## src/design/decode_pkg.sv

```systemverilog
//**************************************************************************
// Decode stage package
// Field widths, instruction field types, opcode encodings, ALU operation
// codes and interrupt vector size shared by the decode stage blocks
//**************************************************************************

package decode_pkg;

    // Interrupt vector
    localparam int INT_LINES    = 24;
    localparam int INVALID_LINE = 0;            // Undefined opcode and INT 0

    // Instruction fields
    typedef logic [31:0] inst_t;                // Full instruction word
    typedef logic [7:0]  opcode_t;              // Bits 31..24
    typedef logic [3:0]  reg_idx_t;             // Rd 23..20, Rm 19..16, Rn 15..12
    typedef logic [15:0] imm_t;                 // Bits 15..0
    typedef logic [4:0]  shamt_t;               // Bits 11..7
    typedef logic [1:0]  shdir_t;               // Bits 6..5

    typedef logic [INT_LINES-1:0] int_vec_t;

    // Operation requested from the execute stage ALU
    typedef enum logic [3:0] {
        ALU_ADD = 4'd0,
        ALU_SUB = 4'd1,
        ALU_AND = 4'd2,
        ALU_OR  = 4'd3,
        ALU_XOR = 4'd4,
        ALU_MOV = 4'd5
    } alu_op_e;

    // Memory access
    localparam opcode_t OP_LDRI = 8'h14;        // Rd <- [Rm + imm]
    localparam opcode_t OP_LDRA = 8'h15;        // Rd <- [Rm + sh(Rn)]
    localparam opcode_t OP_STRI = 8'h34;        // [Rm + imm] <- Rd
    localparam opcode_t OP_STRA = 8'h35;        // [Rm + sh(Rn)] <- Rd

    // Moves
    localparam opcode_t OP_MOVI = 8'h24;        // Rd <- imm
    localparam opcode_t OP_MOVN = 8'h25;        // Rd <- sh(Rn)

    // Register arithmetic and logic
    localparam opcode_t OP_ADD  = 8'h40;
    localparam opcode_t OP_SUB  = 8'h48;
    localparam opcode_t OP_RSUB = 8'h4C;        // Rd <- sh(Rn) - Rm
    localparam opcode_t OP_AND  = 8'h50;
    localparam opcode_t OP_OR   = 8'h58;
    localparam opcode_t OP_XOR  = 8'h5C;

    // Immediate arithmetic and logic
    localparam opcode_t OP_ADDI = 8'h41;
    localparam opcode_t OP_SUBI = 8'h49;
    localparam opcode_t OP_ANDI = 8'h51;
    localparam opcode_t OP_ORI  = 8'h59;
    localparam opcode_t OP_XORI = 8'h5D;

    // Compares only update flags
    localparam opcode_t OP_CMP  = 8'h68;        // Rm - sh(Rn)
    localparam opcode_t OP_CMPI = 8'h69;        // Rm - imm

    // Software interrupt, number in imm
    localparam opcode_t OP_INT  = 8'hF0;

endpackage

```

## src/design/decode_flow.sv

```systemverilog
//**************************************************************************
// Decode flow control
// One-entry holding stage between fetch and execute. Tracks whether a
// decoded instruction waits for execute and drives both ready levels
//**************************************************************************

`timescale 1ns/1ps

module decode_flow (
    input  logic clk,
    input  logic reset,
    input  logic inst_req,                      // Fetch offers a word
    input  logic exec_rdy,                      // Execute can take the entry
    input  logic halted,                        // Trap seen, stage frozen
    input  logic trap_accept,                   // Accepted word is a trap
    output logic inst_rdy,
    output logic accept,
    output logic exec_req,
    output logic empty
);

    logic full;                                 // Entry holds a valid instruction

    // Ready when the entry is free or drains in this same cycle
    assign inst_rdy = !halted && (!full || exec_rdy);
    assign accept   = inst_req && inst_rdy;
    assign exec_req = full;
    assign empty    = !full;

    always_ff @(posedge clk) begin
        if (reset) begin
            full <= 1'b0;
        end else if (accept && !trap_accept) begin
            full <= 1'b1;                       // New entry replaces a leaving one
        end else if (exec_rdy) begin
            full <= 1'b0;                       // Execute took it
        end
    end

    // A trap leaves nothing for execute and freezes the fetch side
    assert property (@(posedge clk) disable iff (reset)
        trap_accept |=> (halted && !inst_rdy && !exec_req));

endmodule

```

## src/design/inst_decoder.sv

```systemverilog
//**************************************************************************
// Instruction decoder
// Splits the instruction word into fields, maps the opcode to execute
// control levels and registers them when the word is accepted. Flags
// undefined opcodes and software interrupts for the trap controller
//**************************************************************************

`timescale 1ns/1ps

module inst_decoder (
    input  logic                clk,
    input  logic                reset,
    input  decode_pkg::inst_t   inst,
    input  logic                accept,
    output decode_pkg::alu_op_e alu_op,
    output logic                src_imm,        // Operand B is imm
    output logic                reverse,        // Swap ALU operands
    output logic                mem_read,
    output logic                mem_write,
    output logic                write_back,
    output decode_pkg::shamt_t  shamt,
    output decode_pkg::shdir_t  shdir,
    output decode_pkg::imm_t    imm,
    output decode_pkg::reg_idx_t rd,
    output decode_pkg::reg_idx_t rm,
    output decode_pkg::reg_idx_t rn,
    output logic                trap_invalid,   // Offered word has no table entry
    output logic                trap_int        // Offered word is INT
);

    decode_pkg::opcode_t   opcode;
    decode_pkg::alu_op_e   alu_op_n;
    logic                  src_imm_n;
    logic                  reverse_n;
    logic                  mem_read_n;
    logic                  mem_write_n;
    logic                  write_back_n;
    logic                  imm_form;            // Immediate operand layout
    decode_pkg::shamt_t    shamt_n;
    decode_pkg::imm_t      imm_n;

    assign opcode = inst[31:24];

    // Opcode table
    always_comb begin
        alu_op_n     = decode_pkg::ALU_ADD;
        reverse_n    = 1'b0;
        mem_read_n   = 1'b0;
        mem_write_n  = 1'b0;
        write_back_n = 1'b0;
        imm_form     = 1'b0;
        trap_invalid = 1'b0;
        trap_int     = 1'b0;

        case (opcode)
            decode_pkg::OP_LDRI: begin
                mem_read_n   = 1'b1;
                write_back_n = 1'b1;
                imm_form     = 1'b1;
            end
            decode_pkg::OP_LDRA: begin
                mem_read_n   = 1'b1;
                write_back_n = 1'b1;
            end
            decode_pkg::OP_STRI: begin
                mem_write_n  = 1'b1;
                imm_form     = 1'b1;
            end
            decode_pkg::OP_STRA: begin
                mem_write_n  = 1'b1;
            end
            decode_pkg::OP_MOVI: begin
                alu_op_n     = decode_pkg::ALU_MOV;
                write_back_n = 1'b1;
                imm_form     = 1'b1;
            end
            decode_pkg::OP_MOVN: begin
                alu_op_n     = decode_pkg::ALU_MOV;
                write_back_n = 1'b1;
            end
            decode_pkg::OP_ADD,
            decode_pkg::OP_ADDI: begin
                write_back_n = 1'b1;
                imm_form     = (opcode == decode_pkg::OP_ADDI);
            end
            decode_pkg::OP_SUB,
            decode_pkg::OP_SUBI: begin
                alu_op_n     = decode_pkg::ALU_SUB;
                write_back_n = 1'b1;
                imm_form     = (opcode == decode_pkg::OP_SUBI);
            end
            decode_pkg::OP_RSUB: begin
                alu_op_n     = decode_pkg::ALU_SUB;
                reverse_n    = 1'b1;            // sh(Rn) - Rm
                write_back_n = 1'b1;
            end
            decode_pkg::OP_AND,
            decode_pkg::OP_ANDI: begin
                alu_op_n     = decode_pkg::ALU_AND;
                write_back_n = 1'b1;
                imm_form     = (opcode == decode_pkg::OP_ANDI);
            end
            decode_pkg::OP_OR,
            decode_pkg::OP_ORI: begin
                alu_op_n     = decode_pkg::ALU_OR;
                write_back_n = 1'b1;
                imm_form     = (opcode == decode_pkg::OP_ORI);
            end
            decode_pkg::OP_XOR,
            decode_pkg::OP_XORI: begin
                alu_op_n     = decode_pkg::ALU_XOR;
                write_back_n = 1'b1;
                imm_form     = (opcode == decode_pkg::OP_XORI);
            end
            decode_pkg::OP_CMP,
            decode_pkg::OP_CMPI: begin
                alu_op_n     = decode_pkg::ALU_SUB;     // Flags only
                imm_form     = (opcode == decode_pkg::OP_CMPI);
            end
            decode_pkg::OP_INT: begin
                trap_int     = 1'b1;
                imm_form     = 1'b1;            // imm carries the number
            end
            default: begin
                trap_invalid = 1'b1;
            end
        endcase
    end

    // Immediate forms take imm, register forms take the shift amount
    assign src_imm_n = imm_form && !trap_int;
    assign imm_n     = imm_form ? inst[15:0] : '0;
    assign shamt_n   = imm_form ? '0 : inst[11:7];

    always_ff @(posedge clk) begin
        if (reset) begin
            alu_op     <= decode_pkg::ALU_ADD;
            src_imm    <= 1'b0;
            reverse    <= 1'b0;
            mem_read   <= 1'b0;
            mem_write  <= 1'b0;
            write_back <= 1'b0;
        end else if (accept) begin
            alu_op     <= alu_op_n;
            src_imm    <= src_imm_n;
            reverse    <= reverse_n;
            mem_read   <= mem_read_n;
            mem_write  <= mem_write_n;
            write_back <= write_back_n;
        end
    end

    // Operand fields
    always_ff @(posedge clk) begin
        if (accept) begin
            shamt <= shamt_n;
            shdir <= inst[6:5];                 // Passed through for every form
            imm   <= imm_n;
            rd    <= inst[23:20];
            rm    <= inst[19:16];
            rn    <= inst[15:12];
        end
    end

    assert property (@(posedge clk) disable iff (reset)
        !(mem_read && mem_write));

endmodule

```

## src/design/trap_ctrl.sv

```systemverilog
//**************************************************************************
// Trap controller
// Halts the stage on an undefined opcode or INT and, once the pipeline
// has drained, raises the matching interrupt line for one cycle
//**************************************************************************

`timescale 1ns/1ps

module trap_ctrl (
    input  logic                 clk,
    input  logic                 reset,
    input  logic                 accept,
    input  logic                 trap_invalid,
    input  logic                 trap_int,
    input  decode_pkg::imm_t     int_num,       // Registered INT number
    input  logic                 empty,
    input  logic                 exec_rdy,
    output logic                 halted,
    output logic                 trap_accept,
    output decode_pkg::int_vec_t int_line
);

    logic                 pending;              // Trap waits for the drain
    logic                 was_invalid;          // Kind of the recorded trap
    logic                 fire;
    decode_pkg::int_vec_t line_sel;

    assign trap_accept = accept && (trap_invalid || trap_int);
    assign fire        = pending && empty && exec_rdy;

    // Map the trap to one line, INT numbers past the vector raise nothing
    always_comb begin
        line_sel = '0;
        if (was_invalid || int_num == '0) begin
            line_sel[decode_pkg::INVALID_LINE] = 1'b1;
        end else if (int_num < decode_pkg::INT_LINES) begin
            line_sel[int_num[4:0]] = 1'b1;
        end
    end

    always_ff @(posedge clk) begin
        if (reset) begin
            halted      <= 1'b0;
            pending     <= 1'b0;
            was_invalid <= 1'b0;
            int_line    <= '0;
        end else begin
            int_line <= '0;                     // One cycle pulse
            if (trap_accept) begin
                halted      <= 1'b1;            // Held until reset
                pending     <= 1'b1;
                was_invalid <= trap_invalid;
            end else if (fire) begin
                pending  <= 1'b0;
                int_line <= line_sel;
            end
        end
    end

    // Single line, single cycle, and only from a halted stage
    assert property (@(posedge clk) disable iff (reset)
        (|int_line) |-> (halted && $onehot0(int_line)) ##1 (int_line == '0));

endmodule

```

## src/design/decode_stage.sv

```systemverilog
//**************************************************************************
// Decode stage top
// Connects the flow control, the instruction decoder and the trap
// controller between fetch, execute and the interrupt vector
//**************************************************************************

`timescale 1ns/1ps

module decode_stage (
    input  logic                 clk,
    input  logic                 reset,
    input  decode_pkg::inst_t    inst,
    input  logic                 inst_req,
    output logic                 inst_rdy,
    output logic                 exec_req,
    input  logic                 exec_rdy,
    output decode_pkg::alu_op_e  alu_op,
    output logic                 src_imm,
    output logic                 reverse,
    output logic                 mem_read,
    output logic                 mem_write,
    output logic                 write_back,
    output decode_pkg::shamt_t   shamt,
    output decode_pkg::shdir_t   shdir,
    output decode_pkg::imm_t     imm,
    output decode_pkg::reg_idx_t rd,
    output decode_pkg::reg_idx_t rm,
    output decode_pkg::reg_idx_t rn,
    output decode_pkg::int_vec_t int_line
);

    logic accept;
    logic empty;
    logic halted;
    logic trap_accept;
    logic trap_invalid;
    logic trap_int;

    decode_flow u_flow (
        .clk         (clk),
        .reset       (reset),
        .inst_req    (inst_req),
        .exec_rdy    (exec_rdy),
        .halted      (halted),
        .trap_accept (trap_accept),
        .inst_rdy    (inst_rdy),
        .accept      (accept),
        .exec_req    (exec_req),
        .empty       (empty)
    );

    inst_decoder u_decoder (
        .clk          (clk),
        .reset        (reset),
        .inst         (inst),
        .accept       (accept),
        .alu_op       (alu_op),
        .src_imm      (src_imm),
        .reverse      (reverse),
        .mem_read     (mem_read),
        .mem_write    (mem_write),
        .write_back   (write_back),
        .shamt        (shamt),
        .shdir        (shdir),
        .imm          (imm),
        .rd           (rd),
        .rm           (rm),
        .rn           (rn),
        .trap_invalid (trap_invalid),
        .trap_int     (trap_int)
    );

    trap_ctrl u_trap (
        .clk          (clk),
        .reset        (reset),
        .accept       (accept),
        .trap_invalid (trap_invalid),
        .trap_int     (trap_int),
        .int_num      (imm),                    // INT number held by the decoder
        .empty        (empty),
        .exec_rdy     (exec_rdy),
        .halted       (halted),
        .trap_accept  (trap_accept),
        .int_line     (int_line)
    );

endmodule

```

## config.mk

```make
export PLATFORM = sky130hd
export DESIGN_NAME = decode_stage
export DESIGN_NICKNAME = d
export VERILOG_FILES = /design/src/design/decode_pkg.sv /design/src/design/decode_flow.sv /design/src/design/inst_decoder.sv /design/src/design/trap_ctrl.sv /design/src/design/decode_stage.sv
export SDC_FILE = /design/constraint.sdc
export NUM_CORES = 1
export LEC_CHECK = 0
export BUFFER_PORTS_ARGS = -buffer_cell sky130_fd_sc_hd__buf_2
export CAP_MARGIN = 10
export CORE_MARGIN = 4
export CORE_UTILIZATION = 45
export CTS_BUF_LIST = sky130_fd_sc_hd__clkbuf_4 sky130_fd_sc_hd__clkbuf_8 sky130_fd_sc_hd__clkbuf_16
export CTS_CLUSTER_SIZE = 24
export DETAILED_ROUTE_END_ITERATION = 12
export PLACE_DENSITY = 0.79
export SYNTH_ARGS = -nofsm -noshare
export SYNTH_HDL_FRONTEND = slang
export SYNTH_SLANG_ARGS = --single-unit
```

## constraint.sdc

```tcl
create_clock -name clk -period 5 [get_ports clk]
set_input_delay 1.5 -clock clk [delete_from_list [all_inputs] [get_ports clk]]
set_output_delay 1.5 -clock clk [all_outputs]
set_load 0.01 [all_outputs]
```

Yosys cells after proc, flatten, opt, wreduce, memory -nomap -nowiden
Cells that the tools add are included.
- order comparisons: 3
- equal/unequal tests: 20
- muxes and demuxes: 16
- bitwise operators: 2
- reduce and logical (&&, ||, !) cells: 33
- operators with widths (cell ; number):
    8-bit by 7-bit == test with 1-bit output (second input constant) ; 13
    8-bit by 6-bit == test with 1-bit output (second input constant) ; 4
    20-bit OR reduction ; 1
    2-bit OR reduction ; 9
    8-bit by 5-bit == test with 1-bit output (second input constant) ; 2
    16-bit logical NOT ; 1
    16-bit by 5-bit less-than comparator with 1-bit output (second input constant) ; 1
    3-bit case mux with 5 select lines ; 1
    15-bit OR reduction ; 1
    1-bit 2-to-1 mux ; 13
    5-bit OR reduction ; 2
    8-bit == test (second input constant) ; 1
    1-bit logical AND ; 8
    1-bit case mux with 7 select lines ; 1
    5-bit by 6-bit less-than comparator with 1-bit output (second input constant) ; 1
    1-bit demux with 5-bit select ; 1
    5-bit by 1-bit greater-or-equal comparator with 1-bit output (second input constant) ; 1
    1-bit logical NOT ; 4
    2-bit nonzero test ; 2
    4-bit OR reduction ; 1
    1-bit logical OR ; 3
    3-bit OR reduction ; 1
    1-bit inverter ; 2
- register bits after elaboration: 72
- bits of input ports: 36
- word-level logic and storage cells: 92

Depth between registers and ports, before layout
Gate-level depths: netlist of run 1.
- depth in word-level cells: 8
- depth in mapped cells: 8
- gate-level depth less buffers: 6

Hierarchy
Synthesis of run 1 repeated with hierarchy kept, for this count alone.
- cell total of the unflattened synthesis: 237
- area total of the unflattened synthesis: 2967.8 µm²
- modules (own cells, without submodules) (module ; instances ; cells each ; area an instance (µm²)):
    inst_decoder ; 1 ; 129 ; 1813.0
    trap_ctrl ; 1 ; 101 ; 1078.5
    decode_flow ; 1 ; 7 ; 76.3

Least setup slack after synthesis of run 1
OpenSTA, ideal clock, no wires.
- kind: input -> output
- from: input port exec_rdy
- to: output port inst_rdy
- arrival time: 1.830 ns
- slack: 1.670 ns
- stages on the path: 2
- path buffers: 0
- cell sequence: nand2b_1 and2_1
- word-level cells in the longest chain between the ends: 2
- RTL lines (item ; line ; RTL):
    start: declaration ; decode_stage.sv:16 ; input logic exec_rdy,
    1-bit logical OR ; decode_flow.sv:25 ; assign inst_rdy = !halted && (!full || exec_rdy);
    1-bit logical AND ; decode_flow.sv:25 ;
    end: declaration ; decode_stage.sv:14 ; output logic inst_rdy,
Every way passes these cells.

Final worst setup path of run 1
Ends and elaborated chain as after synthesis.

==> run_results.csv, run 1 <==
group,metric,value,unit
drt,wirelength,5.909,mm
synth,synth-edff-count,35,
pwr,internal_power,1.017,mW
run_status,status,"complete, no violations",
grt,grt_pass1_vias,1979,
drt,met1_length,2.411,mm
critical_path,cp_cell_sequence,"buf_2 > nand2b_1 > and2_1 > buf_2",
critical_path,crit_arrival,2070,ps
drt,dr.pass1.iters,4,
run,maxCapViolations,0,
placement,numPortBuffers,104,
drt,drt_iter0_markers,64,
sta,finalHoldViolCount,0,
sta,fin_crit_sh,0.7131,
sta,tns,0,ps
drt,route.met2.wl,2.885,mm
sta,min_period,3565,ps
synth,avgSynthCellArea,11.72,µm²
floorplan,io_pins,106,
clocking,clk_pin_slew,70,ps
clocking,htreeDepth,3,
cells_and_area,drive_gt1_frac,0.3860,
drt,via_per_inst,5.022,
pwr,pwr-share-clk,0.416,
critical_path,crit_slowest_cell,"nand2b_1",
synth,ys_warn_count,0,
cells_and_area,final_nets,373,
floorplan,die_w,86.23,µm
worst_hold_path,whs_endpoint,"u_trap.halted",
clocking,cts.path.max_buffers,2,
cells_and_area,diodes,0,
floorplan,rows,28,
critical_path,worstSetupPathType,"input pin to primary output",
critical_path,setup.worst_path.end_class,"primary output",
synth,synthDistinctLibCells,45,
floorplan,core_region_area,5921,µm²
synth,synthCells,235,
synth,async_flop_share,0,
grt,grt_pass1_wl,9.121,mm
critical_path,path_common_cell,"buf_2",
synth,ys.flop_type,"dfxtp_1",
drt,vias,2094,
pwr,p_sw,0.2909,mW
placement,gp_congestion,0.7843,
drt,wire_per_inst,14.17,µm
drt,met3WireLength,494,µm
synth,synth_fp_nets,271,
critical_path,slowest_delay,160,ps
synth,ys_ff_latch,71,
synth,ys_seq_area_frac,0.6433,
clocking,cts_resized,0,
pwr,powerDensity,370.1,nW/µm²
drt,final_antenna_net_count,0,
grt,grt_usage,0.1612,
critical_path,path_max_fanout,3,
clocking,cts_root_buf,"clkbuf_8",
clocking,post_cts_buffers,0,
drt,highest_layer,"met5",
worst_hold_path,hp-class,"flop to flop",
sta,setup_ws,1435,ps
pwr,power.static_leakage,1.509,nW
sta,rsz0062_at_grt,"false",
floorplan,die_h,86.23,µm
sta,slew_viol_final,0,
sta,tightest_slew,729.6,ps
grt,grt_max_degree,42,
pwr,seqPwrFrac,0.496,
floorplan,start_util,0.4651,
cells_and_area,final_cell_mix,"buf_2 (104), dfxtp_1 (36), edfxtp_1 (35)",
critical_path,r2r_slack,2870,ps
worst_hold_path,hp-start,"u_trap.halted",
critical_path,start_kind,"input pin",
cells_and_area,area_delta_synth_final,28.31,%
drt,drc,0,
sta,max_freq,280.5,MHz
critical_path,r2r_start,"u_flow.exec_req",
critical_path,cp.required,3500,ps
cells_and_area,fin_area,3533,µm²
clocking,clock-sinks,71,
worst_hold_path,hold_depth,1,
clocking,cts_hold_buf,0,
pwr,vdd_drop_max,0.2061,mV
sta,slew_headroom,0.5120,
critical_path,rr_worst_depth,6,
clocking,cts_tree,"built",
clocking,clkLatencyLatePin,340,ps
placement,dp_worst_setup_slack,1442,ps
grt,overflow,0,
cells_and_area,layout_commonest_cell,"buf_2",
pwr,comb_power_share,0.087,
placement,place_area,3292,µm²
sta,finalSetupViolCount,0,
critical_path,rr_endpoint,"u_trap.was_invalid",
sta,fin_skew,12.29,ps
grt,antenna_found_initial,1,
clocking,cts_buffers,9,
synth,mappedNetlistArea,2754,µm²
floorplan,dieArea,7436,µm²
placement,dp_hpwl,4.422,mm
pwr,sw_frac_of_total,0.2225,
-- final cells by class --
| cell class | count | area (µm²) |
|---|---|---|
| repair buffers | 105 | 528.0 |
| inverters | 12 | 45.04 |
| well taps | 75 | 93.84 |
| clock buffers | 10 | 131.4 |
| multi-input cells | 138 | 853.3 |
| flip-flops and latches | 71 | 1772 |
| fillers | 519 | 2387 |
| clock inverters | 6 | 110.1 |
-- synthesized netlist by cell type, types with 2 or more instances --
cell type | number | area, µm²
dfxtp_1 | 36 | 720.7
edfxtp_1 | 35 | 1051
nor4_1 | 25 | 156.4
nor2_1 | 23 | 86.33
and2_1 | 17 | 106.4
inv_1 | 11 | 41.29
a21oi_1 | 8 | 40.04
nand2b_1 | 7 | 43.79
nand3_1 | 7 | 35.03
nor3_1 | 6 | 30.03
o21ai_0 | 6 | 30.03
clkbuf_1 | 5 | 18.77
buf_2 | 4 | 20.02
buf_4 | 3 | 22.52
nand2_1 | 3 | 11.26
o31ai_1 | 3 | 22.52
a32oi_1 | 2 | 17.52
buf_6 | 2 | 22.52
nand3b_1 | 2 | 15.01
o211ai_1 | 2 | 15.01
o21a_1 | 2 | 15.01
or3_1 | 2 | 12.51
xor2_1 | 2 | 17.52
-- registers in the layout, indices dropped and copies added (netlist names), 2 cells and up --
signal	cells
u_decoder.rm	4
u_decoder.imm	16
u_decoder.alu_op	3
u_decoder.rn	4
u_decoder.shamt	5
u_trap.int_line	24
u_decoder.shdir	2
u_decoder.rd	4
-- through the flow --
step	power, mW	hold slack (ps)	instances	utilization
final	1.308	476.3	417	0.5968
after detailed placement	0.7775	462.6	401	0.5560
after global routing	1.363	511.8	417	0.5968
after global placement	0.7739	451.2	401	0.5560
after CTS	1.320	479.5	417	0.5968
after floorplan	0.7308	440.4	235	-
-- layer usage --
metal | GRT usage | vias to the layer above
met3 | 0.05703 | 10
met2 | 0.2656 | 63
met4 | 0.07649 | 2
met5 | 0 | -
met1 | 0.1881 | 958
li1 | - | 1061
-- cells by family after synthesis --
family                 after synthesis  share of synthesized area
buffers and inverters               26                    0.04680
flip-flops                          71                     0.6433
other                                1                   0.001362
AND/OR/NAND/NOR                    102                     0.2181
AO/OA/AOI/OAI                       32                    0.08042
XOR/XNOR                             2                   0.006362
multiplexers                         1                   0.003635
-- power by group through the flow --
stage	combinational, mW	sequential (mW)	clock [mW]
2_1_floorplan	0.0578	0.673	0
3_3_place_gp	0.113	0.661	0
3_5_place_dp	0.115	0.662	0
4_1_cts	0.116	0.649	0.555
5_1_grt	0.126	0.652	0.586
6_report	0.114	0.649	0.545
-- worst max-delay path, delay by kind of cell --
kind	cells	cell delay (ps)
buffers and inverters	2	240
and+or+nand+nor	2	320
-- worst max-delay path by stage --
| stage | start | end | slack [ps] | cells past startpoint |
|---|---|---|---|---|
| 6_report | exec_rdy | inst_rdy | 1430 | 4 |
| 5_1_grt | exec_rdy | inst_rdy | 1410 | 4 |
| 4_1_cts | exec_rdy | inst_rdy | 1440 | 4 |
| 3_5_place_dp | exec_rdy | inst_rdy | 1440 | 4 |
| 3_3_place_gp | exec_rdy | inst_rdy | 1460 | 4 |
| 2_1_floorplan | exec_rdy | inst_rdy | 1670 | 2 |
Power figures use the tool's default switching activity.
==> inputs of run 2 (changes only) <==
- clock period: 5 -> 3.57 ns (I/O delays scaled with it)
==> run 2 against run 1 <==
Compared with the run above: critical path depth unchanged; die area unchanged; register-to-register slack worse by 1200 ps; total power grew 25%; wire length grew 3.2%; global-route usage grew 0.93 points; final cell count up 0.24%; clock power is 3% higher; final area fell by 1.7%; flip-flop and latch count is the same; sequential share of layout area rose by 0.89 points; combinational power is 43% higher; critical endpoint unchanged; largest cell class unchanged.
==> run_results.csv, run 2 (synthesized netlist as in run 1, its figures left out) <==
group,metric,value,unit
sta,min_period,2711,ps
pwr,vdd_drop_max,0.2581,mV
drt,wirelength,6.101,mm
cells_and_area,final_nets,374,
sta,fin_skew,8.612,ps
grt,overflow,0,
sta,slew_viol_final,0,
drt,wire_per_inst,14.60,µm
cells_and_area,fill_cells,510,
cells_and_area,top_regs,"u_trap.int_line (24), u_decoder.imm (16), u_decoder.shamt (5)",
cells_and_area,diodes,0,
critical_path,worstSetupPathType,"input pin to primary output",
floorplan,start_util,0.4651,
sta,slew_headroom,0.5046,
cells_and_area,layout_commonest_cell,"buf_2",
sta,setup_ws,858.7,ps
sta,max_freq,368.8,MHz
critical_path,cp.required,2500,ps
clocking,cts_buffers,9,
run,maxCapViolations,0,
grt,grt_max_degree,42,
clocking,clkLatencyLatePin,330,ps
drt,final_antenna_net_count,0,
critical_path,cp_cell_sequence,"buf_2 > nand2b_1 > and2_1 > buf_2",
critical_path,crit_slowest_cell,"nand2b_1",
drt,dr.pass1.iters,4,
clocking,htreeDepth,3,
run_status,status,"complete, no violations",
drt,drc,0,
cells_and_area,final_cell_mix,"buf_2 (104), dfxtp_1 (36), edfxtp_1 (35)",
floorplan,die_w,86.23,µm
worst_hold_path,hp-class,"flop to flop",
grt,grt_usage,0.1705,
floorplan,die_h,86.23,µm
critical_path,critical_path_buf_inv_count,2,
sta,finalHoldViolCount,0,
critical_path,setup.worst_path.end_class,"primary output",
sta,rsz0062_at_grt,"false",
drt,via_per_inst,5.108,
pwr,seqPwrFrac,0.557,
placement,gp_congestion,0.8008,
critical_path,crit_arrival,1640,ps
cells_and_area,largest_reg_flops,24,
sta,tns,0,ps
sta,tightest_slew,740.7,ps
critical_path,slowest_delay,170,ps
placement,numPortBuffers,104,
pwr,sw_frac_of_total,0.2508,
pwr,pwr-share-clk,0.343,
floorplan,core_region_area,5921,µm²
critical_path,start_kind,"input pin",
clocking,clk_pin_slew,70,ps
clocking,cts_hold_buf,0,
clocking,post_cts_buffers,0,
drt,vias,2135,
floorplan,io_pins,106,
cells_and_area,area_delta_synth_final,26.08,%
grt,antenna_found_initial,0,
placement,dp_worst_setup_slack,562.5,ps
floorplan,dieArea,7436,µm²
clocking,cts_resized,0,
floorplan,rows,28,
pwr,powerDensity,469.9,nW/µm²
critical_path,path_delay_family,"simple AND/OR/NAND/NOR gates",
clocking,cts.path.max_buffers,2,
cells_and_area,largest-register,"u_trap.int_line",
critical_path,path_max_fanout,3,
cells_and_area,drive_gt1_frac,0.3907,
pwr,p_sw,0.4092,mW
critical_path,path_common_cell,"buf_2",
pwr,p_total,1.631,mW
pwr,comb_power_share,0.100,
sta,fin_crit_sh,0.7595,
clocking,cts_tree,"built",
clocking,cts_root_buf,"clkbuf_8",
drt,drt_iter0_markers,125,
pwr,internal_power,1.222,mW
grt,grt_pass1_vias,2111,
grt,grt_pass1_wl,9.894,mm
clocking,clock-sinks,71,
placement,dp_hpwl,4.482,mm
pwr,power.static_leakage,1.492,nW
sta,finalSetupViolCount,0,
## run 2: cell types whose count changed in the layout (fill, tap and decap cells not counted)
cell,before,now
clkinv_2,0,4
clkinvlp_4,1,0
clkinv_1,1,0
bufinv_16,3,0
clkbuf_4,1,0
buf_4,1,2
inv_4,0,1
clkbuf_8,9,10
## run 2: metrics by stage
stage / util / area (µm²) / std cells / hold slack (ps)
after floorplan: - / 2754 / 235 / 440.4
after global placement: 0.5573 / 3299 / 402 / 464.9
after detailed placement: 0.5573 / 3299 / 402 / 480.8
after CTS: 0.5864 / 3472 / 418 / 498.6
after global routing: 0.5864 / 3472 / 418 / 527.8
final: 0.5864 / 3472 / 418 / 496.9
## run 2: area by class of cell
class / count / area [µm²] / share of cell area
tap: 75 / 93.84 / 0.02703
sequential: 71 / 1772 / 0.5103
inverter: 12 / 45.04 / 0.01297
multi-input combinational: 138 / 853.3 / 0.2458
clock inverter: 6 / 35.03 / 0.01009
clock buffer: 10 / 137.6 / 0.03964
timing repair buffer: 106 / 535.5 / 0.1542
## run 2: final timing paths
check                                startpoint            endpoint  slack (ps)  cells after the start
worst max-delay path                   exec_rdy            inst_rdy         860                      4
worst min-delay path              u_trap.halted       u_trap.halted         500                      1
worst max register to register  u_flow.exec_req  u_trap.was_invalid        1680                      7
worst min register to register    u_trap.halted       u_trap.halted         500                      1
## run 2: power by group through the flow
stage                     clock network [mW]  registers, mW  logic, mW
final                                  0.559          0.909      0.163
after global routing                   0.606          0.913      0.181
after global placement                     0          0.927      0.160
after detailed placement                   0          0.928      0.163
after CTS                              0.570          0.910      0.164
after floorplan                            0          0.943     0.0810
## run 2: layer usage
layer / routed length (µm) / up-vias / GRT usage / part of all wire
li1: - / 1067 / - / -
met1: 2509 / 983 / 0.2099 / 0.41
met2: 2930 / 79 / 0.2712 / 0.48
met3: 588 / 6 / 0.06749 / 0.096
met4: 72 / 0 / 0.06516 / 0.012
met5: 0 / - / 0 / 0
